<file path="src/hw/fas_consts.svh">
/*
  Global constants of the filter and analysis path:
  filter length, frame length, sample, coefficient,
  accumulator and bin-index widths, coefficient binary point
*/

`ifndef FAS_CONSTS_SVH
`define FAS_CONSTS_SVH

//////////////////////////////////////////////////////////////////////
// Filter
//////////////////////////////////////////////////////////////////////
`define FAS_FIR_TAPS    32   // Filter length
`define FAS_COEF_W      20   // Coefficient width
`define FAS_ACC_W       41   // Sample + coefficient + log2(taps)
`define FAS_FRAC_SHIFT  16   // Binary point of the coefficients

//////////////////////////////////////////////////////////////////////
// Framing and analysis
//////////////////////////////////////////////////////////////////////
`define FAS_SAMPLE_W    16   // Sample width
`define FAS_FRAME_LEN   16   // Samples per frame
`define FAS_BIN_W       4    // Width of the bin index

`endif

</file>
<file path="src/hw/frame_pkg.sv">
/*
  Types shared along the sample path:
  sample_t, frame_t and bin_t
*/

`include "fas_consts.svh"

package frame_pkg;

  // Filtered or raw sample, two's complement
  typedef logic signed [`FAS_SAMPLE_W-1:0] sample_t;

  // Sixteen samples, element 0 is the oldest
  typedef sample_t [`FAS_FRAME_LEN-1:0] frame_t;

  // Position of a sample inside a frame
  typedef logic [`FAS_BIN_W-1:0] bin_t;

endpackage

</file>
<file path="src/hw/peak_analyst.sv">
/*
  Frame analyst
  Reports the index of the largest-magnitude sample, lowest index on a tie
*/

`timescale 1ns/10ps
`include "fas_consts.svh"

module peak_analyst (
  input  logic             clk,
  input  logic             rst,
  input  logic             frame_valid,
  input  frame_pkg::frame_t frame,
  output logic             done,
  output frame_pkg::bin_t   freq
);

  import frame_pkg::*;

  logic [`FAS_SAMPLE_W:0] best_mag;   // One bit more than a sample
  bin_t                   best_idx;

  // Absolute value, -32768 maps to 32768
  function automatic logic [`FAS_SAMPLE_W:0] magnitude(input sample_t s);
    logic [`FAS_SAMPLE_W:0] ext;
    ext = {s[`FAS_SAMPLE_W-1], s};
    if (s[`FAS_SAMPLE_W-1]) begin
      return '0 - ext;
    end
    return ext;
  endfunction

  //////////////////////////////////////////////////////////////////////
  // Peak search over the frame
  //////////////////////////////////////////////////////////////////////
  always_comb begin
    best_mag = magnitude(frame[0]);
    best_idx = '0;
    for (int i = 1; i < `FAS_FRAME_LEN; i++) begin
      if (magnitude(frame[i]) > best_mag) begin   // Strict, earlier wins ties
        best_mag = magnitude(frame[i]);
        best_idx = bin_t'(i);
      end
    end
  end

  always_ff @(posedge clk or posedge rst) begin
    if (rst) begin
      done <= 1'b0;
      freq <= '0;
    end else begin
      done <= frame_valid;
      if (frame_valid) begin
        freq <= best_idx;   // Held until the next frame
      end
    end
  end

  a_done_follows: assert property (
    @(posedge clk) disable iff (rst) frame_valid |=> done
  ) else $error("done missing after frame_valid");

  a_done_source: assert property (
    @(posedge clk) disable iff (rst) done |-> $past(frame_valid)
  ) else $error("done without a preceding frame_valid");

endmodule

</file>
<file path="config.mk">
export PLATFORM = sky130hd
export DESIGN_NAME = peak_analyst
export DESIGN_NICKNAME = d
export VERILOG_FILES = /design/src/hw/frame_pkg.sv /design/src/hw/peak_analyst.sv
export VERILOG_INCLUDE_DIRS = /design/src /design/src/hw
export SDC_FILE = /design/constraint.sdc
export NUM_CORES = 1
export LEC_CHECK = 0
export ABC_AREA = 1
export BUFFER_PORTS_ARGS = -buffer_cell sky130_fd_sc_hd__buf_4
export CAP_MARGIN = 5
export CORE_MARGIN = 1
export CORE_UTILIZATION = 55
export CTS_CLUSTER_DIAMETER = 200
export DETAILED_ROUTE_END_ITERATION = 8
export GPL_TIMING_DRIVEN = 0
export PLACE_DENSITY_LB_ADDON = 0.15
export SLEW_MARGIN = 20
export SYNTH_ARGS = -nofsm -noshare
export SYNTH_HDL_FRONTEND = slang
export SYNTH_SLANG_ARGS = --single-unit
</file>
<file path="constraint.sdc">
create_clock -name clk -period 0.8 [get_ports clk]
set_input_delay 0.08 -clock clk [delete_from_list [all_inputs] [get_ports clk]]
set_output_delay 0.08 -clock clk [all_outputs]
set_load 0.02 [all_outputs]
</file>
==> run metrics <==
Final Setup Violations 9; Worst Setup Start Kind input port; residual overflow from global routing 0; DRT iter0 DRCs 1572; fraction of power consumed by combinational cells 97.8%; top library cells by usage in the layout, fill and taps aside nand2_1, buf_4, inv_1; clock buffer depth 2; placed wire-length estimate 43300 µm; number of vias in the routed layout 19091; Hold Path Depth 1; fillcell total 2167; post-route worst setup slack -26.40 ns; routability cong. 0.986; IO Pins 264; number of cell instances on the worst register-to-register path 3; routed wire length 56100 µm; violated checks setup timing; post-placement cell area 18400 µm²; crit path time final 27.20 ns; fraction of the yosys area taken by sequential cells 0.799%; TritonCTS clock tree done; clock-pin slew on the worst setup and hold paths 0.04 ns; number of placed cells counting well taps 3191; count of nets after finishing 3491; instance count of the mapped netlist 2531; Critical Path Fanout Max 8; core area 27900 µm²; status finished, violations left; Wirelength per Cell 16.8 µm; most prevalent standard cell on the critical path nand2_4; setup repair after global routing missed its margin true; Clk Tree Root Cell clkbuf_16; final antenna-violating net count 0; GRT Overall Usage 34.4%; distinct cell type count after synthesis 57; vertical die dimension 171 µm; clock sink count 5; final max-slew violation count 0; switching power 0.0320 W; total number of yosys warnings 0; PD cells 2670 nW/µm²; clock network latency to the later pin of the worst-skew pair 0.23 ns; wire length of the first global-routing pass 81700 µm; fraction of the cycle the final worst path needs 3400%; Slowest cell on crit path ha_1; power share of the sequential group 0.7%; number of buffers inserted during clock tree synthesis 3; worst clock skew 0 ns; dominant register cell in the synthesized netlist dfrtp_1; CTS HTree Levels 1; worst hold path type input port to flop; Post-synth EDFFs 0; Switching Share 55.7%; highest clock rate 36.8 MHz; I/O Buffers 254; area added between synthesis and finish 37.6%; Die Footprint 29200 µm²; number of synthesized register bits 5; endpoints failing hold 0; source of the worst register-to-register timing path freq[3]$_DFFE_PP0P_; cell area after layout 21500 µm²; Required @ worst endpoint 0.91 ns; non-filler cells, final 3338; critical hold path startpoint frame_valid; initial cell density of the core 56.1%; area of the mapped netlist 15700 µm²; clock network power share 1.5%; arrival time at the worst endpoint 27.31 ns; mean cell area of the mapped netlist 6.19 µm²; standard-cell rows 61; via-per-instance ratio 5.72; Crit Path Class input port to flop; number of remaining DRC errors 0; measured slew at the worst slew-check pin 0.808 ns; TritonRoute pass-1 iters 5; commonest non-fill, non-tap cell in the layout nand2_1; worst ir drop on vdd 0.00112 V; worst setup path startpoint frame[16]; largest net degree at the start of global routing 11; fraction of final layout cells with drive strength greater than 1 33.8%; Power Internal 0.0254 W; antenna violations before repair 0; via count of the first global-routing pass 17318; Leakage 11.1 nW; horizontal extent of the die 171 µm; Antenna Diode Count 0; fraction of synthesis flops using an asynchronous set or reset pin 100%; Setup Total Neg Slack -105.56 ns; worst slack after detailed placement -27.68 ns; Worst setup EP type flop; Maximum Capacitance Violations 0; crit-path max cell delay 0.29 ns; remaining max-slew budget at the tightest pin 45.6%
-- metrics by stage --
step           total power [W]  hold WS (ns)  util (%)
3_5_place_dp            0.0421       -0.0118      66.0
6_report                0.0575        0.0342      77.1
2_1_floorplan           0.0315        -0.141         -
3_3_place_gp            0.0407       -0.0145      66.0
5_1_grt                 0.0623        0.0362      77.1
4_1_cts                 0.0504        0.0348      72.7
-- cell type report --
type                            instances  area (µm²)  area share, %
Multi-Input combinational cell       2168       15800           73.2
Clock buffer                            4        78.8          0.366
Inverter                              331        1310           6.07
Tap cell                              378         473           2.20
Buffer                                 55         601           2.79
Sequential cell                         5         125          0.581
Timing Repair Buffer                  397        3190           14.8
-- cell usage after synthesis, drive strengths merged, types with 2 or more instances --
cell type	number	share of area, %
nor3b	14	0.67
nand2	630	16
o21bai	6	0.31
o21a	8	0.38
o221ai	6	0.34
o31ai	13	0.69
nor2	203	5.0
dfrtp	5	0.80
and2	44	1.8
or2	76	3.0
inv	328	7.9
o211ai	11	0.62
clkbuf	21	0.50
nor3	82	3.2
a21oi	141	4.5
nand3	219	11
clkinv	3	0.080
buf	34	1.9
a211oi	2	0.096
ha	271	22
conb	2	0.048
a21o	10	0.48
o21ai	126	4.7
nand4	41	1.6
nor4	13	0.52
nand3b	2	0.096
xnor2	52	2.9
a31oi	9	0.36
xor2	148	8.4
o221a	2	0.14
a21boi	3	0.14
-- critical path: cells and delay by family --
family	cells	cell delay (ns)
AO/OA/AOI/OAI	69	9.51
AND/OR/NAND/NOR	90	9.89
adder cells (fa/ha/maj)	16	3.99
buffers and inverters	30	3.48
XOR/XNOR	1	0.23
-- power by group through the flow --
stage               Combinational [W]  Sequential (W)  Clock (W)
finish                         0.0562        0.000403   0.000863
global route                   0.0610        0.000425   0.000872
CTS                            0.0492        0.000390   0.000836
detailed placement             0.0417        0.000376          0
global placement               0.0404        0.000374          0
floorplan                      0.0310        0.000470          0
-- routing by layer --
metal | vias up | global-route usage (%) | wire length, µm
li1 | 9220 | - | -
met1 | 8840 | 43.4 | 23100
met2 | 856 | 62.7 | 27200
met3 | 175 | 1.06 | 3550
met4 | 0 | 11.1 | 2180
met5 | - | 0 | 0
-- worst paths after layout --
kind / end / slack [ns]
max reg2reg: freq[3]$_DFFE_PP0P_ / -0.05
min: done$_DFF_PP0_ / 0.03
min reg2reg: freq[1]$_DFFE_PP0P_ / 0.54
min in group asynchronous: done$_DFF_PP0_ / 0.35
max: freq[0]$_DFFE_PP0P_ / -26.40
max in group asynchronous: freq[1]$_DFFE_PP0P_ / 0.22
-- logic make-up (layout without fill, tap and decap cells) --
family          Yosys count  after routing  share of synthesized area (%)
flops                     5              5                          0.799
simple gates           1326           1326                           42.8
xor+xnor                200            200                           11.3
fa+ha+maj               271            271                           21.7
buf+inv                 386            787                           10.4
other cells               2             30                         0.0480
compound gates          341            341                           13.0
-- sequential cells by signal, summed over array words and instances (netlist names) --
register  count
freq          4
done          1
-- timing repair --
item / CTS / global route
endpoints found under the hold margin: 5 / 0
setup buffers: 100 / 34
gates cloned: 7 / 1
pin swaps: 82 / 120
resized for setup: 184 / 194
setup endpoints to repair: 9 / 9
hold buffers: 1 / 0
Power figures use the tool's default switching activity.
