==> src/hw/fas_consts.svh <==
/*
  Global constants of the filter and analysis path:
  filter length, frame length, sample, coefficient,
  accumulator and bin-index widths, coefficient binary point
*/

`ifndef FAS_CONSTS_SVH
`define FAS_CONSTS_SVH

//////////////////////////////////////////////////////////////////////
// Filter
//////////////////////////////////////////////////////////////////////
`define FAS_FIR_TAPS    32   // Filter length
`define FAS_COEF_W      20   // Coefficient width
`define FAS_ACC_W       41   // Sample + coefficient + log2(taps)
`define FAS_FRAC_SHIFT  16   // Binary point of the coefficients

//////////////////////////////////////////////////////////////////////
// Framing and analysis
//////////////////////////////////////////////////////////////////////
`define FAS_SAMPLE_W    16   // Sample width
`define FAS_FRAME_LEN   16   // Samples per frame
`define FAS_BIN_W       4    // Width of the bin index

`endif

==> src/hw/frame_pkg.sv <==
/*
  Types shared along the sample path:
  sample_t, frame_t and bin_t
*/

`include "fas_consts.svh"

package frame_pkg;

  // Filtered or raw sample, two's complement
  typedef logic signed [`FAS_SAMPLE_W-1:0] sample_t;

  // Sixteen samples, element 0 is the oldest
  typedef sample_t [`FAS_FRAME_LEN-1:0] frame_t;

  // Position of a sample inside a frame
  typedef logic [`FAS_BIN_W-1:0] bin_t;

endpackage

==> src/hw/frame_collector.sv <==
/*
  Serial-to-parallel frame collector
  Gathers sixteen consecutive filtered samples into one frame
*/

`timescale 1ns/10ps
`include "fas_consts.svh"

module frame_collector (
  input  logic              clk,
  input  logic              rst,
  input  logic              fir_valid,
  input  frame_pkg::sample_t fir_d,
  output logic              frame_valid,
  output frame_pkg::frame_t  frame
);

  import frame_pkg::*;

  localparam int CNT_W = $clog2(`FAS_FRAME_LEN);

  logic [CNT_W-1:0] wr_idx;       // Next slot to fill
  frame_t           fill_buf;
  frame_t           next_frame;
  logic             last_slot;

  assign last_slot = (wr_idx == CNT_W'(`FAS_FRAME_LEN - 1));

  // Current buffer with the incoming sample in place
  always_comb begin
    next_frame         = fill_buf;
    next_frame[wr_idx] = fir_d;
  end

  //////////////////////////////////////////////////////////////////////
  // Sample buffer and output frame
  //////////////////////////////////////////////////////////////////////
  always_ff @(posedge clk) begin
    if (fir_valid) begin
      fill_buf[wr_idx] <= fir_d;
      if (last_slot) begin
        frame <= next_frame;       // Stays stable while the next frame fills
      end
    end
  end

  always_ff @(posedge clk or posedge rst) begin
    if (rst) begin
      wr_idx      <= '0;
      frame_valid <= 1'b0;
    end else if (fir_valid) begin
      wr_idx      <= wr_idx + 1'b1;  // Wraps after the last slot
      frame_valid <= last_slot;
    end else begin
      wr_idx      <= '0;             // Partial frame is dropped
      frame_valid <= 1'b0;
    end
  end

  a_single_pulse: assert property (
    @(posedge clk) disable iff (rst) frame_valid |=> !frame_valid
  ) else $error("frame_valid held for two cycles");

endmodule

==> config.mk <==
export PLATFORM = sky130hd
export DESIGN_NAME = frame_collector
export DESIGN_NICKNAME = d
export VERILOG_FILES = /design/src/hw/frame_pkg.sv /design/src/hw/frame_collector.sv
export VERILOG_INCLUDE_DIRS = /design/src /design/src/hw
export SDC_FILE = /design/constraint.sdc
export NUM_CORES = 1
export LEC_CHECK = 0
export BUFFER_PORTS_ARGS = -buffer_cell sky130_fd_sc_hd__buf_4
export CAP_MARGIN = 25
export CORE_AREA = 2 2 209 211
export DETAILED_ROUTE_END_ITERATION = 10
export DIE_AREA = 0 0 211 213
export HOLD_SLACK_MARGIN = 0.12
export SLEW_MARGIN = 20
export SYNTH_ARGS = -nofsm -noshare
export SYNTH_HDL_FRONTEND = slang
export SYNTH_SLANG_ARGS = --single-unit
==> constraint.sdc <==
create_clock -name clk -period 39.6 [get_ports clk]
set_input_delay 3.96 -clock clk [delete_from_list [all_inputs] [get_ports clk]]
set_output_delay 3.96 -clock clk [all_outputs]
set_load 0.005 [all_outputs]
==> summary.md, run 1 <==
| Metric | Value |
|---|---|
| Crit-path max FO | slightly below 70 |
| Placed Area | ~0.022 sq mm |
| Full die area | between 0.04 and 0.05 sq mm |
| Largest family of logic cells by synthesized area | multiplexers |
| Clock Skew | about 20 ps |
| Compound-Gate Fraction of Synth Area | 0% |
| Clock latency on the worst-skew pair | ~580 ps |
| Largest net degree at the start of global routing | between 80 and 90 |
| Biggest area consumer among synthesized cells | edfxtp_1 |
| Cell count after synthesis | approximately 840 |
| Final period utilization | between 10% and 20% |
| Max_cap viols | 0 |
| Final #Nets | between 1k and 1.5k |
| Post-synthesis mux area share | ~15% |
| Post-synthesis sequential area ratio | between 80% and 90% |
| Final ANT Viol Nets | 0 |
| First-pass GRT wire length | about 56000 microns |
| Clock Tree Buf Depth | 3 |
| Crit path kind | input pin to flop |
| Max-slew violations | 0 |
| Vias in the first global route | about 9k |
| Post-Syn Area | about 0.019 sq mm |
| Synthesized flop and latch total | roughly 520 |
| Setup crit start | fir_valid |
| Arrival time worst endpoint | between 6000 and 7000 ps |
| GRT overflow | 0 |
| Hold Buf Count CTS | 0 |
| Antenna Cells | 0 |
| Post-DP HPWL | ~24000 microns |
| CTS Sinks | between 500 and 600 |
| Drt initial violations | roughly 550 |
| TritonCTS Buffers | 50 |
| # IOs | between 200 and 300 |
| Setup crit start kind | input pin |
| Layout cells sized above 1 | a little over half |
| Core area | between 0.04 and 0.05 sq mm |
| Outcome | completed |
| Most frequent CP cell | buf_4 |
| CTS tree | done |
| DIE WIDTH | 211 microns |
| Leakage Power | around 0.008 uW |
| Antenna violations before repair | 0 |
| Fin. Hold Viols | 0 |
| Die Span Y | ~210 microns |
| Final wirelength | slightly below 40000 microns |
| Root Buffer | clkbuf_16 |
| Req. time, crit path | between 30000 and 40000 ps |
| Via density | 5.17 |
| Reg2reg start | wr_idx[2]$_DFF_PP0_ |
| Slew margin rel. | roughly a third |
| Hold path start | wr_idx[0]$_DFF_PP0_ |
| Synth Area in XOR/XNOR | 0.0462% |
| Filler cells | about 3.3k |
| Cell Count Post-Placement | 1639 |
| Synthesized-area fraction occupied by adder cells | 0.396% |
| Post-route cell area | ~0.023 sq mm |
| Time the worst path needs with I/O delays and setup | about 6000 ps |
| Crit path capture type | flop |
| CP cell instances | buf_8, inv_1, nor2_4, buf_4, buf_4, buf_16 |
| RSZ-0062 raised after global routing | no |
| Fmax | ~160 MHz |
| CP peak stage delay | between 600 and 700 ps |
| Drt wl/cell | approximately 22 microns |
| DRT Pass-1 Iters | 4 |
| Setup_tns | 0 ps |
| Setup violators final | 0 |
| Worst Hold Class | flop to flop |
| Post-cts sizing count | 0 |
| Final GP Congestion | between 0.7 and 0.8 |
| Pwr dens | approximately 49 mW/mm^2 |
| Synth warn | 0 |
| Max VDD drop | about 0.000042 V |
| I/O Buffers | approximately 280 |
| Vias | 8933 |
| Post-synth cell types | 19 |
| Tot GR Track Use | 16.9% |
| Syn Nets | slightly below 900 |
| Site row count | between 70 and 80 |
| Initial Util | approximately 44% |
| H-tree depth | 2 |
| Crit-path slowest cell | buf_4 |
| Layout Cells excl Fill | 1728 |
| Post-CTS setup buffer count | 0 |
| Remaining DRCs | 0 |
| Worst Max-Slew Pin Slew | around 1000 ps |
| Syn_area_per_cell | around 22 sq um |
| Post-Synth Simple-Gate Area | 1.25% |
| Area share of the largest cell type after synthesis | 81.0% |
| Synth top area cells | edfxtp_1 81%, mux2_2 15%, dfrtp_1 0.66% |
| Area Overhead vs Synth | 21.9% |
| Reg clk slew, reported paths | approximately 60 ps |
## area by class of cell
cell class / count / area [sq um] / area share, %
clock buffers: 60 / 1310 / 5.66
clock inverters: 27 / 203 / 0.876
inverters: 4 / 15.0 / 0.0649
multi-input cells: 287 / 3220 / 13.9
flip-flops and latches: 517 / 15500 / 67.0
well taps: 546 / 683 / 2.95
repair buffers: 287 / 2200 / 9.50
## routing by layer
layer | global-route usage, % | wire, microns
met5 | 0 | 0
met4 | 5.20 | 898
met3 | 3.99 | 2190
met2 | 26.4 | 18500
met1 | 23.8 | 17300
## critical path: cells and delay by family
kind / cells / cell delay [ps]
AND/OR/NAND/NOR: 1 / 150
buffers and inverters: 5 / 2090
## cells in the mapped netlist
cell type and instances:
mux2_2 256, nand3b_2 8, nand2b_1 1, dfrtp_1 5, nand3_1 1, nand3_2 4
clkbuf_1 16, nand2_1 1, mux2i_1 1, and2_1 1, inv_1 4, buf_8 1
xnor2_1 1, nor3b_4 4, buf_4 12, ha_1 6, buf_6 7, edfxtp_1 512
nor2_1 3
## kinds of logic (layout without fill, tap and decap cells)
family,after synthesis,count (layout)
flip-flops,517,517
multiplexers,257,257
buffers and inverters,40,378
AND/OR/NAND/NOR,23,23
adder cells (fa/ha/maj),6,6
XOR/XNOR,1,1
## metrics by stage
stage	hold slack [ps]	utilization, %	setup WS, ps	total power [uW]
floorplan	487	-	23760	671
global placement	534	50.5	32670	687
detailed placement	549	50.5	32650	690
CTS	557	54.1	33260	1140
global route	573	54.2	33290	1160
finish	550	54.2	33440	1120
## state kept, by name (all words and copies together), names as in the netlist
| name | cells |
|---|---|
| frame | 256 |
| fill_buf | 256 |
| wr_idx | 4 |
| frame_valid | 1 |
## path summary, 6_finish.rpt
check	end	slack [ps]	depth (start not counted)
max reg2reg	frame[40]$_DFFE_PP_	35680	5
max in group asynchronous	wr_idx[2]$_DFF_PP0_	36090	2
min	wr_idx[0]$_DFF_PP0_	550	1
min reg2reg	wr_idx[0]$_DFF_PP0_	550	1
max	frame[40]$_DFFE_PP_	33440	6
min in group asynchronous	frame_valid$_DFF_PP0_	3310	2
## cells in the final DEF, fill, tap and decap left out, types with 3 or more instances in the layout
master,Yosys,routed
edfxtp_1,512,512
buf_4,12,282
mux2_2,256,256
clkbuf_16,0,51
clkinv_1,0,12
clkinv_2,0,10
clkbuf_1,16,9
nand3b_2,8,8
ha_1,6,6
dfrtp_1,5,5
inv_1,4,4
nand3_2,4,4
nor3b_4,4,4
bufinv_16,0,3
## report_power, final
group | switching (uW) | leakage, uW | internal (uW)
logic | 26.1 | 0.00259 | 20.6
registers | 4.58 | 0.00487 | 626
clock network | 193 | 0.000748 | 254
total | 223 | 0.00821 | 900
Power figures use the tool's default switching activity.
==> run 2, diff against run 1 <==
--- a/config.mk
+++ b/config.mk
@@ -12,6 +12,7 @@
 export DETAILED_ROUTE_END_ITERATION = 10
 export DIE_AREA = 0 0 211 213
 export HOLD_SLACK_MARGIN = 0.12
+export PLACE_DENSITY = 0.67
 export SLEW_MARGIN = 20
 export SYNTH_ARGS = -nofsm -noshare
 export SYNTH_HDL_FRONTEND = slang
==> constraint.sdc (replaced) <==
create_clock -name clk -period 5.55 [get_ports clk]
set_input_delay 0.555 -clock clk [delete_from_list [all_inputs] [get_ports clk]]
set_output_delay 0.555 -clock clk [all_outputs]
set_load 0.005 [all_outputs]
==> run 2 against run 1 <==
Against the previous run: die area is the same; final cell count rose by 0.35%; core utilization grew 0.30 points; clock power rose to 7.6 times the previous value; clock skew shrank 11 ps; clock-buffer cell count increased by 8; critical path depth is 3 lower; global-route usage is 0.52 points higher; final area rose by 0.55%.
==> summary.md, run 2 (synthesis gave the netlist of run 1 again) <==
| Metric | Value |
|---|---|
| Crit-path max FO | 144 (+110%) |
| TritonCTS Buffers | 53 (+6.0%) |
| Max-slew violations | 0 (unchanged) |
| Die Span Y | 213 microns (unchanged) |
| Hold Buf Count CTS | 1 (+1) |
| Initial Util | 44.4% (unchanged) |
| Post-route cell area | 0.0233 sq mm (+0.55%) |
| Post-cts sizing count | 0 (unchanged) |
| First-pass GRT wire length | 58000 microns (+3.2%) |
| Post-CTS setup buffer count | 0 (unchanged) |
| Final ANT Viol Nets | 0 (unchanged) |
| GR Util met2 | 27.4% (+1.0 points) |
| Met3 Track Usage GR | 4.03% (+0.044 points) |
| Slew margin rel. | 34.7% (+3.0 points) |
| Drt wl/cell | 22.9 microns (+1.8%) |
| Full die area | 0.0449 sq mm (unchanged) |
| Tot GR Track Use | 17.5% (+0.52 points) |
| Final worst slack | 2470 ps (-30970 ps) |
| Req. time, crit path | 5760 ps (-34090 ps) |
| Remaining DRCs | 0 (unchanged) |
| CTS tree | done |
| I/O Buffers | 275 (unchanged) |
| Layout cells sized above 1 | 52.9% (-0.099 points) |
| RSZ-0062 raised after global routing | no |
| Placed Area | 0.0216 sq mm (about the same) |
| Post-DP HPWL | 24300 microns (+1.6%) |
| Site row count | 76 (unchanged) |
| Core area | 0.0427 sq mm (unchanged) |
| Antenna Cells | 0 (unchanged) |
| Area Overhead vs Synth | 22.6% |
| Final #Nets | 1174 (+0.17%) |
| Setup violators final | 0 (unchanged) |
| Worst Hold Class | input pin to flop |
| Vias in the first global route | 9049 (+2.9%) |
| Max VDD drop | 0.000251 V (+500%) |
| Setup crit start kind | flop |
| Worst hold slack | 397 ps (-153 ps) |
| Drt initial violations | 697 (+26%) |
| Worst Max-Slew Pin Slew | 980 ps (-44.3 ps) |
| Fmax | roughly 330 MHz |
| Vias | 9035 (+1.1%) |
| Crit path capture type | flop |
| Outcome | completed |
| Clock Skew | 9.27 ps (-11.0 ps) |
| # IOs | 276 (unchanged) |
| Commonest non-fill, non-tap cell in the layout | edfxtp_1 |
| Arrival time worst endpoint | 3290 ps (-3120 ps) |
| Leakage Power | 0.00827 uW (+0.66%) |
| Via density | 5.21 (+0.79%) |
| Root Buffer | clkbuf_16 |
| Largest regs | fill_buf (256), frame (256), wr_idx (4) |
| Clock latency on the worst-skew pair | 590 ps (about the same) |
| DIE WIDTH | 211 microns (unchanged) |
| Final wirelength | 39700 microns (+2.2%) |
| Time the worst path needs with I/O delays and setup | 3080 ps |
| Filler cells | 3293 (-0.21%) |
| DRT Pass-1 Iters | 5 (+1) |
| H-tree depth | 2 (unchanged) |
| GRT overflow | 0 (unchanged) |
| Setup WS pre-CTS | 2540 ps (-30110 ps) |
| Clock Tree Buf Depth | 3 (unchanged) |
| Max_cap viols | 0 (unchanged) |
| Setup_tns | 0 ps (unchanged) |
| Reg clk slew, reported paths | 60 ps (about the same) |
| Met1 Track Usage GR | 24.4% (+0.56 points) |
| CTS Sinks | 517 (unchanged) |
| Most Crowded Layer GR | met2 |
| Crit path kind | flop to flop |
| Final GP Congestion | 0.733 (+4.0%) |
| Antenna violations before repair | 0 (unchanged) |
| Pwr dens | 355 mW/mm^2 (+630%) |
| Final period utilization | a little under three fifths |
| Fin. Hold Viols | 0 (unchanged) |
| Largest net degree at the start of global routing | 145 (+75%) |
| Most frequent cells in the layout | 512 x edfxtp_1, 281 x buf_4, 256 x mux2_2, 55 x clkbuf_16, 13 x clkbuf_1 |
==> run 2: changes by cell type in the layout (fill, tap and decap cells not counted), moves of 3 or more <==
| cell | before | now |
|---|---|---|
| inv_6 | 1 | 4 |
| clkbuf_16 | 51 | 55 |
| clkinv_2 | 10 | 7 |
| clkbuf_1 | 9 | 13 |
==> run 2: per-stage QoR <==
step	total power [uW]	instances	utilization (%)
after floorplan	4780	844	-
after global placement	4900	1637	50.5
after detailed placement	4920	1639	50.6
after CTS	8350	1734	54.5
after global routing	8520	1734	54.5
final	8250	1734	54.5
==> run 2: cell type report <==
class	instances	area [sq um]	share of cell area (%)
Sequential cell	517	15500	66.6
Multi-Input combinational cell	287	3220	13.9
Clock buffer	68	1430	6.13
Inverter	4	15.0	0.0646
Tap cell	546	683	2.94
Timing Repair Buffer	286	2180	9.38
Clock inverter	26	231	0.995
==> run 2: final timing paths <==
kind                                     start                 endpoint  slack (ps)  depth (start not counted)
max                        wr_idx[2]$_DFF_PP0_     frame[161]$_DFFE_PP_        2470                          3
max in group asynchronous                  rst      wr_idx[3]$_DFF_PP0_        4870                          3
min                                  fir_valid  fill_buf[226]$_DFFE_PP_         400                          1
min in group asynchronous                  rst      wr_idx[0]$_DFF_PP0_         470                          3
max reg2reg                wr_idx[2]$_DFF_PP0_     frame[161]$_DFFE_PP_        2470                          3
min reg2reg                wr_idx[0]$_DFF_PP0_      wr_idx[0]$_DFF_PP0_         550                          1
==> run 2: layer usage <==
layer	vias up	share of wire, %
met1	4710	44
met5	-	0
met4	0	1.8
met2	286	48
met3	57	6.1
li1	3982	-
==> run 2: critical path: stages, from the launching register on <==
cell and delay, ps:
dfrtp_1 920, nand3_2 660, nor2_4 340, buf_12 580
==> run 2: power breakdown <==
group | switching (uW) | internal, uW | leakage [uW] | total [uW]
clock | 1420 | 1990 | 0.000812 | 3410
sequential | 33.3 | 4470 | 0.00487 | 4500
combinational | 188 | 148 | 0.00258 | 335
total | 1640 | 6610 | 0.00827 | 8250
